==> src/source/apbTypes.sv <==
//**********************************************************************
// Shared types for the approximate-begin branch buffer.
// Index is address bits 7:2 and tag is bits 17:8, so addresses are
// assumed word aligned. The bank is the low bits of the index.
//**********************************************************************

package apbTypes;

    typedef logic [31:0] pcT;

    localparam int insnBytes = 4;

    // Table geometry
    localparam int entryNum = 64;
    localparam int indexBits = $clog2(entryNum);
    localparam int idxLsb = 2;
    localparam int bankNum = 4;
    localparam int bankBits = $clog2(bankNum);
    localparam int rowNum = entryNum / bankNum;

    typedef logic [indexBits-1:0] indexT;
    typedef logic [bankBits-1:0] bankT;
    typedef logic [indexBits-bankBits-1:0] rowT;

    // Tag sits right above the index
    localparam int tagBits = 10;
    localparam int tagLsb = idxLsb + indexBits;

    typedef logic [tagBits-1:0] tagT;

    typedef struct packed {
        logic valid;
        tagT  tag;
    } bufferEntryT;

    typedef struct packed {
        logic valid;
        logic isApproxBegin;
        pcT   brAddr;
    } branchResultT;

    typedef struct packed {
        logic        en;
        indexT       idx;
        bufferEntryT entry;
    } writeReqT;

    typedef enum logic {
        stSweep,
        stReady
    } sweepStateT;

    function automatic indexT toIndex(pcT addr);
        return addr[idxLsb +: indexBits];
    endfunction

    function automatic tagT toTag(pcT addr);
        return addr[tagLsb +: tagBits];
    endfunction

    function automatic bankT toBank(indexT idx);
        return idx[bankBits-1:0];
    endfunction

    function automatic rowT toRow(indexT idx);
        return idx[indexBits-1:bankBits];
    endfunction

endpackage

==> src/source/bankedTagRam.sv <==
//**********************************************************************
// Banked tag table with registered read data, one cycle latency.
// At most one enabled write per bank per cycle is expected; the
// table does no arbitration. No reset on the storage.
//**********************************************************************

`timescale 1ns/100ps

module bankedTagRam #(
    parameter int fetchWidth = 2,
    parameter int issueWidth = 2
) (
    input  logic                  clk,
    input  apbTypes::indexT       rdIdx   [fetchWidth],
    output apbTypes::bufferEntryT rdEntry [fetchWidth],
    input  apbTypes::writeReqT    wrReq   [issueWidth]
);

    import apbTypes::*;

    // Storage organised as bank by row
    bufferEntryT bankMem [bankNum][rowNum];

    always_ff @(posedge clk) begin
        for (int p = 0; p < issueWidth; p++) begin
            if (wrReq[p].en) begin
                bankMem[toBank(wrReq[p].idx)][toRow(wrReq[p].idx)] <= wrReq[p].entry;
            end
        end
    end

    // Read returns the value from before this edge's writes
    always_ff @(posedge clk) begin
        for (int i = 0; i < fetchWidth; i++) begin
            rdEntry[i] <= bankMem[toBank(rdIdx[i])][toRow(rdIdx[i])];
        end
    end

endmodule

==> src/source/conflictQueue.sv <==
//**********************************************************************
// FIFO for bank-conflicted writes. Push and pop may share a cycle.
// A push while full is ignored, even if a pop happens that cycle.
// headData is only meaningful while empty is low.
//**********************************************************************

`timescale 1ns/100ps

module conflictQueue #(
    parameter int queueDepth = 4
) (
    input  logic               clk,
    input  logic               arstN,
    input  logic               push,
    input  logic               pop,
    input  apbTypes::writeReqT pushData,
    output apbTypes::writeReqT headData,
    output logic               full,
    output logic               empty
);

    import apbTypes::*;

    localparam int ptrBits = (queueDepth > 1) ? $clog2(queueDepth) : 1;
    localparam int cntBits = $clog2(queueDepth + 1);

    typedef logic [ptrBits-1:0] ptrT;
    typedef logic [cntBits-1:0] cntT;

    writeReqT slots [queueDepth];
    ptrT      headPtr;
    ptrT      tailPtr;
    cntT      count;
    logic     doPush;
    logic     doPop;

    // Wrap explicitly so non power of two depths work
    function automatic ptrT nextPtr(ptrT p);
        return (p == ptrT'(queueDepth - 1)) ? '0 : p + 1'b1;
    endfunction

    assign doPush = push && !full;
    assign doPop = pop && !empty;

    always_ff @(posedge clk or negedge arstN) begin
        if (!arstN) begin
            headPtr <= '0;
            tailPtr <= '0;
            count <= '0;
        end else begin
            if (doPush) begin
                tailPtr <= nextPtr(tailPtr);
            end
            if (doPop) begin
                headPtr <= nextPtr(headPtr);
            end
            case ({doPush, doPop})
                2'b10:   count <= count + 1'b1;
                2'b01:   count <= count - 1'b1;
                default: count <= count;
            endcase
        end
    end

    always_ff @(posedge clk) begin
        if (doPush) begin
            slots[tailPtr] <= pushData;
        end
    end

    assign headData = slots[headPtr];
    assign full = (count == cntT'(queueDepth));
    assign empty = (count == '0);

endmodule

==> src/source/writeArbiter.sv <==
//**********************************************************************
// Write port arbitration and the post-reset clearing sweep.
// Only the first bank conflict per cycle is queued; any further
// conflicting request in the same cycle is dropped (wide issue only).
// Branch results are ignored until ready is high.
//**********************************************************************

`timescale 1ns/100ps

module writeArbiter #(
    parameter int issueWidth = 2
) (
    input  logic                   clk,
    input  logic                   arstN,
    input  apbTypes::branchResultT brResult [issueWidth],
    input  apbTypes::writeReqT     headData,
    input  logic                   full,
    input  logic                   empty,
    output logic                   push,
    output logic                   pop,
    output apbTypes::writeReqT     pushData,
    output apbTypes::writeReqT     wrReq    [issueWidth],
    output logic                   ready
);

    import apbTypes::*;

    sweepStateT state;
    indexT      sweepIdx;
    logic       demoted;
    logic       headBlocked;
    logic       headPlaced;

    // Sweep one entry per cycle, then stay ready
    always_ff @(posedge clk or negedge arstN) begin
        if (!arstN) begin
            state <= stSweep;
            sweepIdx <= '0;
        end else if (state == stSweep) begin
            sweepIdx <= sweepIdx + 1'b1;
            if (sweepIdx == indexT'(entryNum - 1)) begin
                state <= stReady;
            end
        end
    end

    always_comb begin
        push = 1'b0;
        pop = 1'b0;
        pushData = '0;
        demoted = 1'b0;
        headBlocked = 1'b0;
        headPlaced = 1'b0;

        // Qualifying results become direct writes
        for (int i = 0; i < issueWidth; i++) begin
            wrReq[i].en = brResult[i].valid && brResult[i].isApproxBegin;
            wrReq[i].idx = toIndex(brResult[i].brAddr);
            wrReq[i].entry.valid = 1'b1;
            wrReq[i].entry.tag = toTag(brResult[i].brAddr);
        end

        // Lower port wins the bank; loser goes to the queue
        for (int i = 1; i < issueWidth; i++) begin
            for (int j = 0; j < i; j++) begin
                if (wrReq[i].en && wrReq[j].en &&
                    toBank(wrReq[i].idx) == toBank(wrReq[j].idx)) begin
                    if (!demoted) begin
                        push = !full;
                        pushData = wrReq[i];
                        // Queue entries carry no enable
                        pushData.en = 1'b0;
                    end
                    demoted = 1'b1;
                    wrReq[i].en = 1'b0;
                end
            end
        end

        // Drain head onto the lowest idle port if its bank is free
        if (!empty) begin
            for (int j = 0; j < issueWidth; j++) begin
                if (wrReq[j].en && toBank(wrReq[j].idx) == toBank(headData.idx)) begin
                    headBlocked = 1'b1;
                end
            end
            for (int i = 0; i < issueWidth; i++) begin
                if (!headBlocked && !headPlaced && !wrReq[i].en) begin
                    wrReq[i] = headData;
                    wrReq[i].en = 1'b1;
                    headPlaced = 1'b1;
                end
            end
            pop = headPlaced;
        end

        // Sweep owns port 0 and silences everything else
        if (state == stSweep) begin
            for (int i = 0; i < issueWidth; i++) begin
                wrReq[i] = '0;
            end
            wrReq[0].en = 1'b1;
            wrReq[0].idx = sweepIdx;
            push = 1'b0;
            pop = 1'b0;
        end
    end

    assign ready = (state == stReady);

endmodule

==> src/source/fetchLookup.sv <==
//**********************************************************************
// Per-slot lookup. Slot i uses predNextPc + i * insnBytes.
// Hit appears one cycle after the address; lookups issued before
// ready are reported as misses.
//**********************************************************************

`timescale 1ns/100ps

module fetchLookup #(
    parameter int fetchWidth = 2
) (
    input  logic                  clk,
    input  logic                  arstN,
    input  logic                  ready,
    input  apbTypes::pcT          predNextPc,
    output apbTypes::indexT       rdIdx     [fetchWidth],
    input  apbTypes::bufferEntryT rdEntry   [fetchWidth],
    output logic [fetchWidth-1:0] bufferHit
);

    import apbTypes::*;

    pcT   slotPc [fetchWidth];
    tagT  tagReg [fetchWidth];
    logic lookupOk;

    always_comb begin
        for (int i = 0; i < fetchWidth; i++) begin
            slotPc[i] = predNextPc + pcT'(i * insnBytes);
            rdIdx[i] = toIndex(slotPc[i]);
        end
    end

    // Tag and ready travel alongside the table read
    always_ff @(posedge clk or negedge arstN) begin
        if (!arstN) begin
            lookupOk <= 1'b0;
            tagReg <= '{default: '0};
        end else begin
            lookupOk <= ready;
            for (int i = 0; i < fetchWidth; i++) begin
                tagReg[i] <= toTag(slotPc[i]);
            end
        end
    end

    always_comb begin
        for (int i = 0; i < fetchWidth; i++) begin
            bufferHit[i] = lookupOk && rdEntry[i].valid && (rdEntry[i].tag == tagReg[i]);
        end
    end

endmodule

==> src/source/approxBranchBuffer.sv <==
//**********************************************************************
// Approximate-begin branch buffer, hit/miss only, no targets stored.
// Requests are single-cycle with no handshake. Conflict queue
// overflow silently drops the write.
//**********************************************************************

`timescale 1ns/100ps

module approxBranchBuffer #(
    parameter int fetchWidth = 2,
    parameter int issueWidth = 2,
    parameter int queueDepth = 4
) (
    input  logic                   clk,
    input  logic                   arstN,
    input  apbTypes::pcT           predNextPc,
    input  apbTypes::branchResultT brResult  [issueWidth],
    output logic [fetchWidth-1:0]  bufferHit,
    output logic                   ready
);

    import apbTypes::*;

    indexT       rdIdx   [fetchWidth];
    bufferEntryT rdEntry [fetchWidth];
    writeReqT    wrReq   [issueWidth];
    writeReqT    pushData;
    writeReqT    headData;
    logic        push;
    logic        pop;
    logic        full;
    logic        empty;

    fetchLookup #(
        .fetchWidth(fetchWidth)
    ) lookup (
        .clk       (clk),
        .arstN     (arstN),
        .ready     (ready),
        .predNextPc(predNextPc),
        .rdIdx     (rdIdx),
        .rdEntry   (rdEntry),
        .bufferHit (bufferHit)
    );

    writeArbiter #(
        .issueWidth(issueWidth)
    ) arbiter (
        .clk     (clk),
        .arstN   (arstN),
        .brResult(brResult),
        .headData(headData),
        .full    (full),
        .empty   (empty),
        .push    (push),
        .pop     (pop),
        .pushData(pushData),
        .wrReq   (wrReq),
        .ready   (ready)
    );

    conflictQueue #(
        .queueDepth(queueDepth)
    ) queue (
        .clk     (clk),
        .arstN   (arstN),
        .push    (push),
        .pop     (pop),
        .pushData(pushData),
        .headData(headData),
        .full    (full),
        .empty   (empty)
    );

    bankedTagRam #(
        .fetchWidth(fetchWidth),
        .issueWidth(issueWidth)
    ) table0 (
        .clk    (clk),
        .rdIdx  (rdIdx),
        .rdEntry(rdEntry),
        .wrReq  (wrReq)
    );

endmodule

==> config.mk <==
export PLATFORM = sky130hd
export DESIGN_NAME = approxBranchBuffer
export DESIGN_NICKNAME = d
export VERILOG_FILES = /design/src/source/apbTypes.sv /design/src/source/bankedTagRam.sv /design/src/source/conflictQueue.sv /design/src/source/writeArbiter.sv /design/src/source/fetchLookup.sv /design/src/source/approxBranchBuffer.sv
export SDC_FILE = /design/constraint.sdc
export NUM_CORES = 2
export LEC_CHECK = 0
export CAP_MARGIN = 10
export CORE_ASPECT_RATIO = 2
export CORE_MARGIN = 2
export CORE_UTILIZATION = 66
export DETAILED_ROUTE_END_ITERATION = 10
export DONT_BUFFER_PORTS = 1
export MAX_ROUTING_LAYER = met4
export PLACE_DENSITY = 0.82
export SYNTH_ARGS = -nofsm -noshare
export SYNTH_HDL_FRONTEND = slang
export SYNTH_SLANG_ARGS = --single-unit
==> constraint.sdc <==
create_clock -name clk -period 10.3 [get_ports clk]
set_input_delay 1.545 -clock clk [delete_from_list [all_inputs] [get_ports clk]]
set_output_delay 1.545 -clock clk [all_outputs]
set_load 0.01 [all_outputs]
# Word level (Yosys, flattened, before mapping)
# Memories as Yosys holds them, arrays and structs flattened.
# Cells that the tools add are included.
[totals] ff_bits=57 mem_bits_rw=772 inputBits=102 word_cells=103 memories=2
[op_classes] add_sub_neg=6 order_cmp=6 n_eq_ne=11 mux=37 bitwise=4 reduce_logical=25
[memory_table] memory="table0.bankMem" words=4 width=176 read_ports=2 rd_ports_with_merged_regs=0 wr=2 line="bankedTagRam.sv:22" text="bufferEntryT bankMem [bankNum][rowNum];"
[memory_table] memory="queue.slots" words=4 width=17 read_ports=1 rd_ports_with_merged_regs=0 wr=1 line="conflictQueue.sv:30" text="writeReqT slots [queueDepth];"
[ops] cell="176-bit two-way mux" count=2
[ops] cell="11-bit binary-select mux with 4-bit select" count=2
[ops] cell="11-bit demux with 4-bit select" count=2
[ops] cell="36-bit two-way mux" count=2
[ops] cell="11-bit two-way mux" count=6
[ops] cell="18-bit two-way mux" count=2
[ops] cell="10-bit equality test" count=2
[ops] cell="5-bit greater-or-equal comparator, second input constant" count=4
[ops] cell="4-bit NOT with 5-bit output" count=4
[ops] cell="18-bit by 3-bit adder with 18-bit output, second input constant" count=1
[ops] cell="1-bit logical AND" count=17
[ops] cell="1-bit two-way mux" count=17
[ops] cell="17-bit two-way mux" count=1
[ops] cell="5-bit by 1-bit less-than comparator with 1-bit output, second input constant" count=2
[ops] cell="6-bit by 1-bit adder with 6-bit output, second input constant" count=1
[ops] cell="2-bit equality test" count=3
[ops] cell="2-bit equality test, second input constant" count=3
[ops] cell="6-bit equality test, second input constant" count=1
[ops] cell="1-bit zero test" count=6
[ops] cell="3-bit case mux with 2 select lines" count=1
[ops] cell="2-bit by 1-bit adder with 2-bit output, second input constant" count=2
[ops] cell="2-bit two-way mux" count=2
[ops] cell="3-bit by 1-bit adder with 3-bit output, second input constant" count=1
[ops] cell="3-bit equality test, second input constant" count=1
[ops] cell="other kinds (4)" count=4

# Longest topological paths before layout
[logic_depth] word_depth=23 mapped_depth=12

# Cells and area by module
# Synthesis repeated with hierarchy kept, for this count alone.
[unflattened] cells_unflattened=3088 hier_area_um2=48225.0
[by_module_without_submodules] module="bankedTagRam" instances=1 cells_each=2685 area_each_um2=42798.5 seq_area_each_um2=21580.7
[by_module_without_submodules] module="conflictQueue" instances=1 cells_each=134 area_each_um2=3078.0 seq_area_each_um2=2337.2
[by_module_without_submodules] module="writeArbiter" instances=1 cells_each=164 area_each_um2=1203.7 seq_area_each_um2=175.2
[by_module_without_submodules] module="fetchLookup" instances=1 cells_each=105 area_each_um2=1144.8 seq_area_each_um2=525.5

# Least setup slack after synthesis
# No wires, ideal clock.
[synth_timing] kind="input port to flip-flop" startpoint="input port brResult[3] (netlist name)" endpoint="memory table0.bankMem[1][110] (netlist name) (enable)" setup_ns=0.394 arrival_time_ns=4.328 required_time_ns=9.906 slack_ns=5.578 cell_stages=9 cell_sequence="buf_2 -> xnor2_1 -> a311oi_4 -> o21a_1 -> buf_4 -> mux2_2 -> nor4_2 -> nand3_1 -> o21ai_0"
[synth_rtl] element="start, declared" line="approxBranchBuffer.sv:17" text="input apbTypes::branchResultT brResult [issueWidth],"
[synth_rtl] element="end, declared" line="bankedTagRam.sv:22"

==> impl_metrics.csv <==
group,metric,value,unit
run_status,status,"completed",
power,power_frac_seq,54.2,%
critical_path,reg2reg_from,"queue.headPtr[1]",
critical_path,cp_slowest_cell,"dfrtp_1",
timing,skew,0.0206,ns
worst_hold_path,hold_end,"queue.count[0]",
route,route.detailed.drc,0,
clock_network,cts_root_buf,"clkbuf_16",
clock_network,cts_tree,"built",
power,p_total,6.73,mW
floorplanning,ioPinCount,105,
floorplanning,dieArea,74400,sq um
timing,hold_violations,0,
synth,avgSynthCellArea,15.0,sq um
timing,setup_tns,0,ns
cells_and_area,area_delta_synth_final,5.19,%
critical_path,r2r_slack,4.67,ns
route,totalWireLength,150000,microns
floorplanning,core_area,71700,sq um
synth,yosysMostFrequentCell,"mux2i_1",
power,cellLeakagePower,16.9,nW
critical_path,cp_max_fo,19,
critical_path,cpLargestDelayFamily,"compound AO/OA/AOI/OAI gates",
timing,fin_crit,5.63,ns
cells_and_area,fin_nets,3073,
synth,synthesis.area,47600,sq um
timing,worst_pin_slew,1.32,ns
synth,synth.cells.most_frequent,"839 x mux2i_1, 772 x edfxtp_1, 347 x mux4_2",
timing,timing.fmax,178,MHz
route,routed_via_density,7.72,
flow_run,cap_viol_max_count,0,
clock_network,cts.sinks,829,
critical_path,slowest_delay,0.94,ns
global_route,grt_first_pass_wirelength,215000,microns
place,dp_hpwl,96700,microns
floorplanning,initial_core_util,66.4,%
global_route,track_usage,42.0,%
critical_path,timing.rr.end,"table0.bankMem[0][125]",
timing,drv_slew,0,
place,gp_congestion,1.04,
timing,setup_viol_count_final,0,
clock_network,cts_setup_buffers,0,
critical_path,critPathArrivalTime,5.90,ns
power,p_clk_share,40.5,%
synth,synth_top_area_share,48.7,%
critical_path,path_class,"reg2reg",
synth,synth.distinct_cells,75,
global_route,grt_max_degree,444,
clock_network,clock_path_buffers,3,
route,wl_per_cell,38.1,microns
global_route,antenna_found_initial,5,
synth,synthCells,3166,
clock_network,clk_latency,0.67,ns
route,via_count,30400,
power,swShare,21.7,%
clock_network,numCtsBuffers,74,
floorplanning,rows,139,
worst_hold_path,hp-class,"reg2reg",
critical_path,worst_setup_path_start_kind,"flop",
worst_hold_path,min_path_cells,1,
power,internal_power,5.26,mW
synth,netlist_top_cells_area,"edfxtp_1 49%, mux2i_1 18%, mux4_2 16%",
clock_network,htreeDepth,3,
synth,ys.flop_type,"edfxtp_1",
critical_path,critical_path_buf_inv_count,0,
synth,yosysWarnings,0,
clock_network,cts_resized,0,
power,comb_power_share,5.4,%
place,numPortBuffers,0,
synth,synth_edf_count,772,
timing,max_slew_margin,11.2,%
floorplanning,die_w,194,microns
synth,ys_async_sr_fraction,4.22,%
route,first_iter_violations,4018,
synth,synth-seq-cells,829,
route,drtPass1Iterations,5,
global_route,grt_pass1_vias,30800,
power,p_per_area,134,nW/um^2
critical_path,worstSetupEndpointType,"flop",
global_route,grt-ovfl-total,0,
clock_network,clk_pin_slew,0.06,ns
cells_and_area,fillCellCount,4827,
critical_path,cp_data_required_time,10.57,ns
synth,seq_area_frac_synth,51.5,%
worst_hold_path,hold_start,"queue.count[0]",
floorplanning,die_y,384,microns
critical_path,path_cells,"mux4_2 -> xnor2_2 -> a211oi_4 -> a32oi_1 -> nor3_1 -> and2_1 -> o21bai_1",
timing,rsz0062_at_grt,"false",
route,ant_nets,0,
synth,yosysTopAreaCell,"edfxtp_1",
synth,synth_nets,3277,
critical_path,r2r_cells,7,
clock_network,ctsHoldBuffers,0,
power,p_sw,1.46,mW
timing,period_share,54.6,%
cells_and_area,layout-drive-gt1-share,21.8,%
power,ir_worst_vdd,0.167,mV
flip-flops by register name (all words and copies together), names as in the netlist:
signal / flops
arbiter.ready: 1
arbiter.sweepIdx: 6
lookup.lookupOk: 1
lookup.tagReg: 20
queue.count: 3
queue.headPtr: 2
queue.slots: 68
queue.tailPtr: 2
table0.bankMem: 704
table0.rdEntry: 22
worst max-delay path by stage:
stage | cells after the start | to | startpoint
4_1_cts | 7 | table0.bankMem[0][122] | queue.headPtr[1]
6_report | 7 | table0.bankMem[0][125] | queue.headPtr[1]
3_5_place_dp | 7 | table0.bankMem[3][128] | brResult[67]
3_3_place_gp | 7 | table0.bankMem[0][128] | brResult[67]
5_1_grt | 7 | table0.bankMem[1][128] | queue.headPtr[1]
2_1_floorplan | 9 | table0.bankMem[1][110] | brResult[3]
metal layers:
layer | up-vias | wire (microns) | track usage (%)
met5 | - | 0 | -
met4 | 0 | 16500 | 35.1
met3 | 622 | 15200 | 9.17
met2 | 2164 | 72900 | 66.4
met1 | 15400 | 45400 | 45.3
li1 | 12200 | - | -
placed cells by master (no fill, tap or decap), types with 6 or more instances in the layout:
master     instances
diode_2            6
mux2i_1          839
inv_1             11
mux4_2           347
o22ai_1           45
o21ai_1           10
nor2_1            32
clkinv_1          14
clkinv_2           8
nor3_1            12
nor3_2             6
and3_1            11
and2_1            40
clkbuf_16         77
edfxtp_1         772
mux2_2            69
a21oi_1           92
ha_1               7
nand2_2           22
dfrtp_1           34
nand2_1          113
xor2_1            21
o21ai_0           69
dfxtp_1           22
o221ai_1          44
nor4_1             6
xnor2_1           23
nand4_1            7
o31ai_1           16
clkbuf_1          24
nand3_1           24
buf_4             89
o21bai_1          22
power groups by stage:
stage | sequential [mW] | combinational (mW) | clock (mW)
6_report | 3.64 | 0.362 | 2.72
5_1_grt | 3.64 | 0.371 | 2.84
4_1_cts | 3.64 | 0.356 | 2.72
3_5_place_dp | 3.72 | 0.354 | 0
3_3_place_gp | 3.72 | 0.353 | 0
2_1_floorplan | 3.71 | 0.297 | 0
layout make-up:
class                           instances  area (sq um)  share of cell area (%)
Sequential cell                       829         24500                    48.9
Tap cell                              916          1150                    2.29
Timing Repair Buffer                   92           711                    1.42
Inverter                               11          41.3                  0.0824
Multi-Input combinational cell       1954         21400                    42.7
Clock buffer                          104          2050                    4.08
Antenna cell                            6          15.0                  0.0300
Clock inverter                         31           231                   0.462
cells by family after synthesis:
logic type | Yosys count | synth area share, %
muxes | 1258 | 35.8
and+or+nand+nor | 304 | 3.21
DFF | 829 | 51.5
xor gates and xnor gates | 48 | 0.915
AOI/OAI and AO/OA | 335 | 4.58
buffers and inverters | 383 | 3.82
adders and majority gates | 9 | 0.252
metrics by stage:
step | hold WS (ns) | util [%] | area [sq um] | cells | setup WS [ns]
finish | 0.504 | 69.9 | 50100 | 3943 | 4.67
global route | 0.513 | 69.9 | 50100 | 3941 | 4.53
CTS | 0.503 | 69.8 | 50000 | 3931 | 4.65
detailed placement | 0.493 | 66.6 | 47700 | 3796 | 4.25
global placement | 0.473 | 66.6 | 47700 | 3796 | 4.36
floorplan | 0.456 | - | 47600 | 3166 | 5.58
(Power assumes the default switching activity.)
